<file path="config.mk">
export PLATFORM = sky130hd
export DESIGN_NAME = controlUnit
export DESIGN_NICKNAME = d
export VERILOG_FILES = /design/src/source/cpuControlPkg.sv /design/src/source/cycleSequencer.sv /design/src/source/interruptUnit.sv /design/src/source/controlDecoder.sv /design/src/source/controlUnit.sv
export VERILOG_INCLUDE_DIRS = /design/src /design/src/source
export SDC_FILE = /design/constraint.sdc
export NUM_CORES = 1
export LEC_CHECK = 0
export BUFFER_PORTS_ARGS = -buffer_cell sky130_fd_sc_hd__buf_4
export CAP_MARGIN = 20
export CORE_UTILIZATION = 45
export DETAILED_ROUTE_END_ITERATION = 10
export GPL_TIMING_DRIVEN = 1
export HOLD_SLACK_MARGIN = 0.08
export PLACE_DENSITY = 0.77
export SLEW_MARGIN = 20
export SYNTH_ARGS = -nofsm -noshare
export SYNTH_HDL_FRONTEND = slang
export SYNTH_SLANG_ARGS = --single-unit
</file>
<file path="constraint.sdc">
create_clock -name Clock -period 1.8 [get_ports Clock]
set_clock_uncertainty 0.2 [all_clocks]
set_input_delay 0.18 -clock Clock [delete_from_list [all_inputs] [get_ports Clock]]
set_output_delay 0.18 -clock Clock [all_outputs]
set_load 0.05 [all_outputs]
</file>
<file path="src/source/controlUnit_defines.svh">
// Control unit widths and flag positions
`ifndef CONTROL_UNIT_DEFINES_SVH
`define CONTROL_UNIT_DEFINES_SVH

// Instruction field widths
`define OPCODE_WIDTH 5
`define COND_WIDTH 3

// Status register
`define FLAG_WIDTH 4

// Flag bit positions in the status register
`define FLAG_C 0
`define FLAG_Z 1
`define FLAG_N 2
`define FLAG_V 3

`endif

</file>
<file path="src/source/cpuControlPkg.sv">
// Control unit shared types
`include "controlUnit_defines.svh"

package cpuControlPkg;

   typedef enum logic [`OPCODE_WIDTH-1:0] {
      ADD = 5'h00, ADDI = 5'h01, ADC = 5'h02,
      SUB = 5'h04, SUBI = 5'h05, CMP = 5'h06, CMPI = 5'h07,
      AND = 5'h08, OR = 5'h09, XOR = 5'h0a, NOT = 5'h0b,
      LSL = 5'h0c, LSR = 5'h0d, ASR = 5'h0e,
      LDW = 5'h10, STW = 5'h11,
      BRANCH = 5'h18, INTERRUPT = 5'h19
   } opcodeT;

   typedef enum logic [`COND_WIDTH-1:0] {
      BR, BNE, BE, BLT, BGE, BWL, RET, JMP
   } condCodeT;

   // Sub-function numbers of the INTERRUPT opcode
   localparam logic [`COND_WIDTH-1:0] SubReti = 3'd0;
   localparam logic [`COND_WIDTH-1:0] SubEnai = 3'd1;
   localparam logic [`COND_WIDTH-1:0] SubDisi = 3'd2;

   typedef struct packed {
      opcodeT   opcode;
      condCodeT code;   // Branch code or sub-function
   } instructionT;

   typedef enum logic [1:0] {StateFetch, StateExecute, StateInterrupt} majorStateT;
   typedef enum logic [2:0] {Cycle0, Cycle1, Cycle2, Cycle3, Cycle4} subCycleT;

   typedef struct packed {
      majorStateT majorState;
      subCycleT   subCycle;
   } sequenceT;

   typedef enum logic [3:0] {
      FnPass, FnAdd, FnAdc, FnSub, FnAnd, FnOr, FnXor, FnNot,
      FnLsl, FnLsr, FnAsr, FnInc, FnDec
   } aluFunctionT;

   // All zero encodings are the idle defaults
   typedef enum logic [1:0] {Op1Rd1, Op1Pc} op1SelectT;
   typedef enum logic [1:0] {Op2Imm, Op2Rd2} op2SelectT;
   typedef enum logic [1:0] {ImmLong, ImmShort} immSelectT;
   typedef enum logic [1:0] {Pc1, PcAluOut, PcSysbus, PcInt} pcSelectT;
   typedef enum logic [1:0] {WdAlu, WdSys} wdSelectT;
   typedef enum logic [1:0] {Rs1Ra, Rs1Rd, Rs1Sp} rs1SelectT;
   typedef enum logic [1:0] {RwRd, RwSp} rwSelectT;

   typedef struct packed {
      aluFunctionT aluFunction;
      op1SelectT   op1Sel;
      op2SelectT   op2Sel;
      immSelectT   immSel;
      pcSelectT    pcSel;
      wdSelectT    wdSel;
      rs1SelectT   rs1Sel;
      rwSelectT    rwSel;
      logic        aluEn;   // ALU register onto sysbus
      logic        aluWe;
      logic        lrEn;
      logic        lrWe;
      logic        pcEn;    // PC onto sysbus
      logic        pcWe;
      logic        irWe;
      logic        regWe;
   } datapathControlT;

   typedef struct packed {
      logic memEn;   // Pad direction
      logic nWE;
      logic nOE;
      logic nME;
      logic enb;
      logic ale;
   } busControlT;

   typedef struct packed {
      logic enableInt;
      logic disableInt;
      logic clear;
      logic leaveService;
   } intControlT;

endpackage

</file>
<file path="src/source/cycleSequencer.sv">
// Major state and sub-cycle sequencer
`timescale 1ns/1ps

module cycleSequencer import cpuControlPkg::*; (
   input  logic     Clock,
   input  logic     nReset,
   input  logic     nWait,
   input  logic     multiCycle,
   input  logic     intReq,
   output sequenceT state
);

   sequenceT afterInstr;

   // Where to go once an instruction has finished
   assign afterInstr = intReq ? sequenceT'{StateInterrupt, Cycle0}
                              : sequenceT'{StateFetch, Cycle0};

   always_ff @(posedge Clock or negedge nReset) begin
      if (!nReset) begin
         state <= sequenceT'{StateFetch, Cycle0};
      end else begin
         case (state.majorState)
            StateFetch: begin
               case (state.subCycle)
                  Cycle0: state.subCycle <= Cycle1;
                  Cycle1: state.subCycle <= Cycle2;
                  Cycle2: begin
                     if (nWait)   // Stretch instruction read
                        state.subCycle <= Cycle3;
                  end
                  default: state <= sequenceT'{StateExecute, Cycle0};
               endcase
            end
            StateExecute: begin
               case (state.subCycle)
                  Cycle0: begin
                     if (multiCycle)
                        state.subCycle <= Cycle1;
                     else
                        state <= afterInstr;   // Single cycle done
                  end
                  Cycle1: state.subCycle <= Cycle2;
                  Cycle2: state.subCycle <= Cycle3;
                  Cycle3: begin
                     if (nWait)   // Data phase held by memory
                        state.subCycle <= Cycle4;
                  end
                  default: state <= afterInstr;
               endcase
            end
            default: begin
               // Interrupt entry always runs all five cycles
               case (state.subCycle)
                  Cycle0: state.subCycle <= Cycle1;
                  Cycle1: state.subCycle <= Cycle2;
                  Cycle2: state.subCycle <= Cycle3;
                  Cycle3: state.subCycle <= Cycle4;
                  default: state <= sequenceT'{StateFetch, Cycle0};
               endcase
            end
         endcase
      end
   end

endmodule

</file>
<file path="src/source/interruptUnit.sv">
// Interrupt request and service flags
`timescale 1ns/1ps

module interruptUnit import cpuControlPkg::*; (
   input  logic       Clock,
   input  logic       nReset,
   input  logic       nIrq,
   input  intControlT intCtl,
   input  sequenceT   state,
   output logic       intReq
);

   logic irqSync1;
   logic irqSync2;
   logic intEnabled;
   logic inService;
   logic enterService;

   assign enterService = (state.majorState == StateInterrupt) && (state.subCycle == Cycle0);

   always_ff @(posedge Clock or negedge nReset) begin
      if (!nReset) begin
         irqSync1   <= 1'b0;
         irqSync2   <= 1'b0;
         intReq     <= 1'b0;
         intEnabled <= 1'b0;
         inService  <= 1'b0;
      end else begin
         irqSync1 <= ~nIrq;   // Pin is active low
         irqSync2 <= irqSync1;
         // Latch a request until the entry sequence clears it
         intReq <= (irqSync2 & intEnabled & ~inService) | (intReq & ~intCtl.clear);

         if (intCtl.enableInt)
            intEnabled <= 1'b1;
         else if (intCtl.disableInt)
            intEnabled <= 1'b0;

         // Blocks re-entry on a held request
         if (enterService)
            inService <= 1'b1;
         else if (intCtl.leaveService)
            inService <= 1'b0;
      end
   end

endmodule

</file>
<file path="src/source/controlDecoder.sv">
// Control word decoder and status register
`timescale 1ns/1ps
`include "controlUnit_defines.svh"

module controlDecoder import cpuControlPkg::*; (
   input  logic                   Clock,
   input  logic                   nReset,
   input  sequenceT               state,
   input  instructionT            instruction,
   input  logic [`FLAG_WIDTH-1:0] aluFlags,
   output datapathControlT        datapath,
   output busControlT             bus,
   output intControlT             intCtl,
   output logic                   multiCycle,
   output logic [`FLAG_WIDTH-1:0] statusFlags
);

   opcodeT                  opcode;
   logic [`COND_WIDTH-1:0]  subFunc;
   logic                    branchTaken;
   logic                    statusWe;
   logic                    execute0;

   assign opcode   = instruction.opcode;
   assign subFunc  = instruction.code;
   assign execute0 = (state.majorState == StateExecute) && (state.subCycle == Cycle0);

   assign multiCycle = execute0 && ((opcode inside {LDW, STW}) ||
                       (opcode == INTERRUPT && subFunc == SubReti));

   always_comb begin
      case (instruction.code)
         BNE:     branchTaken = !statusFlags[`FLAG_Z];
         BE:      branchTaken = statusFlags[`FLAG_Z];
         BLT:     branchTaken = statusFlags[`FLAG_N] != statusFlags[`FLAG_V];
         BGE:     branchTaken = statusFlags[`FLAG_N] == statusFlags[`FLAG_V];
         default: branchTaken = 1'b1;   // BR and BWL
      endcase
   end

   function automatic aluFunctionT aluFunctionFor(opcodeT op);
      case (op)
         ADD, ADDI:           return FnAdd;
         ADC:                 return FnAdc;
         SUB, SUBI, CMP, CMPI: return FnSub;
         AND:                 return FnAnd;
         OR:                  return FnOr;
         XOR:                 return FnXor;
         NOT:                 return FnNot;
         LSL:                 return FnLsl;
         LSR:                 return FnLsr;
         ASR:                 return FnAsr;
         default:             return FnPass;
      endcase
   endfunction

   always_comb begin
      datapath = '0;   // Pass, Rd1, long immediate, PC+1, no enables
      bus      = '0;
      bus.nME  = 1'b1;
      bus.nWE  = 1'b1;
      bus.nOE  = 1'b1;
      intCtl   = '0;
      statusWe = 1'b0;
      case (state.majorState)
         StateFetch: begin
            case (state.subCycle)
               Cycle0: begin bus.ale = 1'b1; datapath.pcEn = 1'b1; end   // PC as address
               Cycle1: begin bus.nME = 1'b0; bus.nOE = 1'b0; bus.memEn = 1'b1; end
               Cycle2: begin
                  bus.nME = 1'b0; bus.nOE = 1'b0; bus.memEn = 1'b1; bus.enb = 1'b1;
               end
               default: begin bus.memEn = 1'b1; datapath.irWe = 1'b1; end
            endcase
         end
         StateExecute: begin
            case (state.subCycle)
               Cycle0: begin
                  case (opcode)
                     LDW, STW: begin   // Effective address into ALU register
                        datapath.aluFunction = FnAdd;
                        datapath.immSel      = ImmShort;
                        datapath.aluEn       = 1'b1;
                        datapath.aluWe       = 1'b1;
                     end
                     BRANCH: begin
                        datapath.pcWe = 1'b1;
                        case (instruction.code)
                           RET: begin datapath.lrEn = 1'b1; datapath.pcSel = PcSysbus; end
                           JMP: begin
                              datapath.aluFunction = FnAdd;
                              datapath.immSel      = ImmShort;
                              datapath.aluEn       = 1'b1;
                              datapath.pcSel       = PcAluOut;
                           end
                           default: begin   // PC relative
                              datapath.aluFunction = FnAdd;
                              datapath.op1Sel      = Op1Pc;
                              datapath.aluEn       = 1'b1;
                              datapath.pcSel       = branchTaken ? PcAluOut : Pc1;
                              datapath.lrWe        = branchTaken && instruction.code == BWL;
                           end
                        endcase
                     end
                     INTERRUPT: begin
                        if (subFunc == SubReti) begin   // Fetch SP for the pop
                           datapath.rs1Sel = Rs1Sp;
                           datapath.aluEn  = 1'b1;
                           datapath.aluWe  = 1'b1;
                        end else begin
                           datapath.pcEn     = 1'b1;
                           datapath.pcWe     = 1'b1;
                           intCtl.enableInt  = subFunc == SubEnai;
                           intCtl.disableInt = subFunc == SubDisi;
                        end
                     end
                     default: begin   // Single cycle ALU group
                        datapath.aluFunction = aluFunctionFor(opcode);
                        if (opcode inside {ADD, ADC, SUB, CMP, AND, OR, XOR})
                           datapath.op2Sel = Op2Rd2;
                        else
                           datapath.immSel = ImmShort;
                        datapath.pcEn  = 1'b1;
                        datapath.pcWe  = 1'b1;
                        datapath.regWe = !(opcode inside {CMP, CMPI});
                        statusWe       = 1'b1;
                     end
                  endcase
               end
               Cycle1: begin   // Address phase
                  bus.ale        = 1'b1;
                  datapath.aluEn = 1'b1;
                  if (opcode == INTERRUPT) begin
                     datapath.rs1Sel      = Rs1Sp;
                     datapath.aluFunction = FnInc;
                  end
               end
               Cycle2: begin
                  bus.nME = 1'b0;
                  if (opcode == STW) begin   // Store data into ALU register
                     datapath.rs1Sel = Rs1Rd;
                     datapath.aluEn  = 1'b1;
                     datapath.aluWe  = 1'b1;
                  end else begin
                     bus.nOE   = 1'b0;
                     bus.memEn = 1'b1;
                  end
               end
               Cycle3: begin
                  bus.nME = 1'b0;
                  if (opcode == STW) begin
                     bus.nWE        = 1'b0;
                     datapath.aluEn = 1'b1;
                  end else begin
                     bus.nOE   = 1'b0;
                     bus.memEn = 1'b1;
                     bus.enb   = 1'b1;
                  end
               end
               default: begin
                  datapath.pcWe = 1'b1;
                  case (opcode)
                     LDW: begin
                        bus.memEn      = 1'b1;
                        datapath.wdSel = WdSys;
                        datapath.regWe = 1'b1;
                     end
                     STW: datapath.aluEn = 1'b1;
                     default: begin   // RETI restores PC and bumps SP
                        bus.memEn            = 1'b1;
                        datapath.pcSel       = PcSysbus;
                        datapath.rs1Sel      = Rs1Sp;
                        datapath.rwSel       = RwSp;
                        datapath.aluFunction = FnInc;
                        datapath.regWe       = 1'b1;
                        intCtl.leaveService  = 1'b1;
                     end
                  endcase
               end
            endcase
         end
         default: begin
            // Interrupt entry pushes the PC
            datapath.rs1Sel = Rs1Sp;
            case (state.subCycle)
               Cycle0: begin
                  datapath.aluFunction = FnDec;
                  datapath.rwSel       = RwSp;
                  datapath.regWe       = 1'b1;
                  datapath.aluEn       = 1'b1;
                  datapath.aluWe       = 1'b1;
               end
               Cycle1: begin bus.ale = 1'b1; datapath.aluEn = 1'b1; end
               Cycle2: bus.nME = 1'b0;
               Cycle3: begin bus.nME = 1'b0; bus.nWE = 1'b0; datapath.pcEn = 1'b1; end
               default: begin
                  datapath.pcSel = PcInt;
                  datapath.pcWe  = 1'b1;
                  intCtl.clear   = 1'b1;
               end
            endcase
         end
      endcase
   end

   always_ff @(posedge Clock or negedge nReset) begin
      if (!nReset)
         statusFlags <= '0;
      else if (statusWe)
         statusFlags <= aluFlags;
   end

endmodule

</file>
<file path="src/source/controlUnit.sv">
// Processor control unit top level
`timescale 1ns/1ps
`include "controlUnit_defines.svh"

module controlUnit import cpuControlPkg::*; (
   input  logic                   Clock,
   input  logic                   nReset,
   input  instructionT            instruction,   // From external IR
   input  logic [`FLAG_WIDTH-1:0] aluFlags,
   input  logic                   nWait,
   input  logic                   nIrq,
   output datapathControlT        datapath,
   output busControlT             bus,
   output logic [`FLAG_WIDTH-1:0] statusFlags
);

   sequenceT   state;
   intControlT intCtl;
   logic       multiCycle;
   logic       intReq;

   cycleSequencer cycleSequencer_inst (
      .Clock      (Clock),
      .nReset     (nReset),
      .nWait      (nWait),
      .multiCycle (multiCycle),
      .intReq     (intReq),
      .state      (state)
   );

   interruptUnit interruptUnit_inst (
      .Clock  (Clock),
      .nReset (nReset),
      .nIrq   (nIrq),
      .intCtl (intCtl),
      .state  (state),
      .intReq (intReq)
   );

   controlDecoder controlDecoder_inst (
      .Clock       (Clock),
      .nReset      (nReset),
      .state       (state),
      .instruction (instruction),
      .aluFlags    (aluFlags),
      .datapath    (datapath),
      .bus         (bus),
      .intCtl      (intCtl),
      .multiCycle  (multiCycle),
      .statusFlags (statusFlags)
   );

endmodule

</file>
==> flow_summary.ini, run 1 <==
[logic_synthesis]
synthSimpleGateAreaFrac = 0.382
synth_edf_count = 0
synth_fa_ha_area_frac = 0
synth-seq-cells = 14
yosys_warnings = 0
synth_compound_area_frac = 0.217
synth.cell_area_um2 = 1400
synthFlopType = dfrtp_1
synth_top_family_by_area = simple AND/OR/NAND/NOR gates
synth-seq-area-share = 0.250
synthCells = 179
async_reset_ff_frac = 1.00
synth_cell_types = 53
synth.area.mux_share = 0.0401
synth_xor_area_frac = 0.0250
syn_avg_cell_area_um2 = 7.84

[place]
io_buffers = 46
place_ws_ns = -0.247
detailed_place_hpwl_um = 3270
gp_congestion = 0.883

[cts]
hold_buffers = 8
max-clock-path-buffers = 2
cts_resized = 91
post-cts-setup-buffers = 24
cts_made_buffers = 3
clkSinkCount = 14
root_buffer = clkbuf_4
htree_levels = 1

[run_status]
stop_stage = clock tree synthesis
outcome = stopped before the end
error = [ERROR DPL-0038] Utilization greater than 100%, impossible to legalize

[floorplan]
start_util = 0.492
die_x_um = 57.9
die_h_um = 57.9
ios = 52
fp-row-count = 19
[per-stage QoR]
stage	instances	area (um2)
detailed placement	283	2210
global placement	283	2210
floorplan	183	1620
[synthesized netlist by cell type (2+ instances only)]
cell type   n  area share
a211oi_1    4       0.021
a21boi_0    2       0.011
a21o_1      2       0.011
a21oi_1    12       0.043
a22o_1      2       0.012
a31oi_1     3       0.013
and2_1      3       0.013
and3_1      2      0.0089
and3b_1     3       0.019
buf_1       2      0.0053
buf_4       6       0.032
clkbuf_1    9       0.024
dfrtp_1    14        0.25
inv_1       4       0.011
mux2_1      4       0.032
nand2_1    14       0.037
nand2b_1    6       0.027
nand3_1     3       0.011
nand3b_1    2       0.011
nor2_1     15       0.040
nor2b_1     5       0.022
nor3_1     14       0.050
nor3b_1     5       0.027
nor4b_1     2       0.012
o21ai_0     2      0.0071
o21ai_1     5       0.018
o21bai_1    2       0.011
o32ai_1     2       0.012
or3_1       3       0.013
xnor2_1     4       0.025
[logic make-up after synthesis]
family	Yosys count
and+or+nand+nor	87
DFF	14
other	1
AOI/OAI and AO/OA	45
buffers and inverters	23
muxes	5
xor gates and xnor gates	4
==> run 2, diff against run 1 <==
--- a/config.mk
+++ b/config.mk
@@ -8,11 +8,11 @@
 export LEC_CHECK = 0
 export BUFFER_PORTS_ARGS = -buffer_cell sky130_fd_sc_hd__buf_4
 export CAP_MARGIN = 20
-export CORE_UTILIZATION = 45
+export CORE_AREA = 2 2 63 65
 export DETAILED_ROUTE_END_ITERATION = 10
+export DIE_AREA = 0 0 65 67
 export GPL_TIMING_DRIVEN = 1
-export HOLD_SLACK_MARGIN = 0.08
-export PLACE_DENSITY = 0.77
+export PLACE_DENSITY_LB_ADDON = 0.15
 export SLEW_MARGIN = 20
 export SYNTH_ARGS = -nofsm -noshare
 export SYNTH_HDL_FRONTEND = slang
==> constraint.sdc (replaced) <==
create_clock -name Clock -period 2.34 [get_ports Clock]
set_clock_uncertainty 0.2 [all_clocks]
set_input_delay 0.234 -clock Clock [delete_from_list [all_inputs] [get_ports Clock]]
set_output_delay 0.234 -clock Clock [all_outputs]
set_load 0.05 [all_outputs]
==> run 2 against run 1 <==
Synthesized area is the same. The run now ends clean. Synthesized cell count unchanged.
==> flow_summary.ini, run 2 <==
[logic_synthesis]
synthTopCellsByArea = dfrtp_1, nor3_1, a21oi_1, nor2_1, nand2_1
synth_top_area_frac = 0.250
synth_cell_types = 53
synthCells = 179
yosys_warnings = 0
ys_top_cells_by_count = nor2_1, dfrtp_1, nand2_1, nor3_1, a21oi_1
synth_edf_count = 0
syn_avg_cell_area_um2 = 7.84
synth-seq-area-share = 0.250
synthFlopType = dfrtp_1
synth-seq-cells = 14
yosys.area.top_type = dfrtp_1
synth.cell_area_um2 = 1400
synth.most_common_cell = nor2_1
async_reset_ff_frac = 1.00

[timing]
final-hold-violation-count = 0
setup_violations = 0
worstMarginPinSlew_ns = 0.500
slew_headroom = 0.662
fmax_ghz = 0.437
tns_ns = 0
hold_ws_ns = 0.00984
rsz0062_at_grt = false
finalMaxSlewViolations = 0
fin_crit_sh = 0.978
timing.final.ws_setup_ns = 0.0526
min_period_ns = 2.29

[pwr]
p_int_mw = 1.07
p_switching_mw = 1.33
combPwrFrac = 0.761
seqPwrFrac = 0.158
swShare = 0.555
p_per_area_nw_per_um2 = 1220
p_leak_nw = 0.888
power_frac_clock = 0.081
peakVddDrop_mv = 0.704

[floorplan]
die_x_um = 65
fp-row-count = 22
die_h_um = 67
start_util = 0.389
coreArea_um2 = 3610
dieArea_um2 = 4360
ios = 52

[setup_path]
cp-start-kind = flip-flop
reg2reg_slack_ns = 0.41
cp.required_ns = 1.91
worstPathArrival_ns = 1.85
setup.worst_path.end_class = primary output
crit_fanout = 5
timing.rr.end = controlDecoder_inst.statusFlags[2]
reg2reg_depth = 5
criticalPathCategory = reg2out
r2r-start = cycleSequencer_inst.state[0]

[place]
detailed_place_hpwl_um = 3020
io_buffers = 46
gp_congestion = 0.852
place_ws_ns = 0.207

[global_route]
grt_overflow = 0
grt_pass1_wl_um = 6540
grt_use_total = 0.188
grt_max_degree = 22
grt_pass1_vias = 1384
antenna_found_initial = 0

[layout]
nets = 246
largest-register = cycleSequencer_inst.state
diodes = 0
drive_above_1_share = 0.362
largest_reg_flops = 5
multiInputGateArea_um2 = 1020
seqCellArea_um2 = 353
layout_commonest_cell = buf_4
fill_cells = 355
reg_top3 = cycleSequencer_inst.state: 5 flops, controlDecoder_inst.statusFlags: 4 flops
syn_to_final_growth_pct = 39.6
mostFrequentLayoutCells = buf_4, nand2_1, nor2_1

[cts]
insertion_delay_ns = 0.24
root_buffer = clkbuf_8
htree_levels = 1
cts_tree = done
clk_pin_slew_worst_paths_ns = 0.05
cts_made_buffers = 3
clkSinkCount = 14
max-clock-path-buffers = 2

[drt]
num_vias = 1490
wl_per_cell_um = 13.9
antenna_left = 0
vias_per_cell = 5.38
drc = 0
drtPass1Iterations = 4
wl_um = 3860
drt_iter0_drc = 94

[min_path]
whs_path_depth = 2
hold_path.startpoint = aluFlags[1]
hp-class = in2reg
worstHoldEndpoint = controlDecoder_inst.statusFlags[1]

[job]
drv_cap = 0

[run_status]
outcome = completed
[run 2: cell families (layout without fill, tap and decap cells)]
| kind of cell | after synthesis | after routing | synth area share |
|---|---|---|---|
| xor gates and xnor gates | 4 | 4 | 0.0250 |
| AOI/OAI and AO/OA | 45 | 45 | 0.217 |
| and+or+nand+nor | 87 | 87 | 0.382 |
| buffers and inverters | 23 | 69 | 0.0838 |
| DFF | 14 | 14 | 0.250 |
| muxes | 5 | 5 | 0.0401 |
| other | 1 | 5 | 0.00267 |
[run 2: final cells by class]
| type | count | area share |
|---|---|---|
| sequential | 14 | 0.180 |
| clock buffer | 4 | 0.0230 |
| tap | 48 | 0.0307 |
| multi-input combinational | 146 | 0.519 |
| timing repair buffer | 61 | 0.240 |
| inverter | 4 | 0.00766 |
[run 2: through the flow]
step / utilization / instance area, um2 / instances / total power [mW]
6_report: 0.543 / 1960 / 277 / 2.40
2_1_floorplan: - / 1480 / 183 / 1.71
3_5_place_dp: 0.519 / 1870 / 271 / 2.19
4_1_cts: 0.540 / 1950 / 277 / 2.40
3_3_place_gp: 0.519 / 1870 / 271 / 2.17
5_1_grt: 0.543 / 1960 / 277 / 2.56
[run 2: timing repair]
item | 4_1_cts | 5_1_grt
hold endpoints to repair | 15 | 0
setup buffers | 0 | 0
hold buffers | 2 | 0
endpoints found under the setup margin | 2 | 6
pin swaps | 0 | 0
resized for setup | 2 | 4
[run 2: worst max path at each step]
| stage | startpoint | to | cells after the start |
|---|---|---|---|
| floorplan | cycleSequencer_inst.state[0] | datapath[4] | 6 |
| global route | cycleSequencer_inst.state[0] | datapath[3] | 5 |
| detailed placement | cycleSequencer_inst.state[2] | datapath[22] | 6 |
| finish | cycleSequencer_inst.state[2] | datapath[0] | 5 |
| global placement | cycleSequencer_inst.state[2] | datapath[22] | 6 |
| CTS | cycleSequencer_inst.state[2] | datapath[22] | 6 |
[run 2: worst max-delay path, stage by stage (launching register included)]
cell and delay (ns):
dfrtp_1 0.37, or3_4 0.42, buf_4 0.18, o32ai_1 0.28
a22o_1 0.17, buf_4 0.19
[run 2: power by group through the flow]
stage / clock network [mW] / logic, mW / registers [mW]
CTS: 0.199 / 1.83 / 0.379
finish: 0.195 / 1.83 / 0.379
global placement: 0 / 1.80 / 0.375
floorplan: 0 / 1.21 / 0.492
global route: 0.215 / 1.95 / 0.392
detailed placement: 0 / 1.81 / 0.380
[run 2: layer usage]
metal | share of wire | wire length [um] | global-route usage
met5 | 0 | 0 | 0
met4 | 0.0075 | 29 | 0.0612
met3 | 0.060 | 233 | 0.0236
met2 | 0.50 | 1930 | 0.331
met1 | 0.43 | 1660 | 0.237
Power figures use the tool's default switching activity.
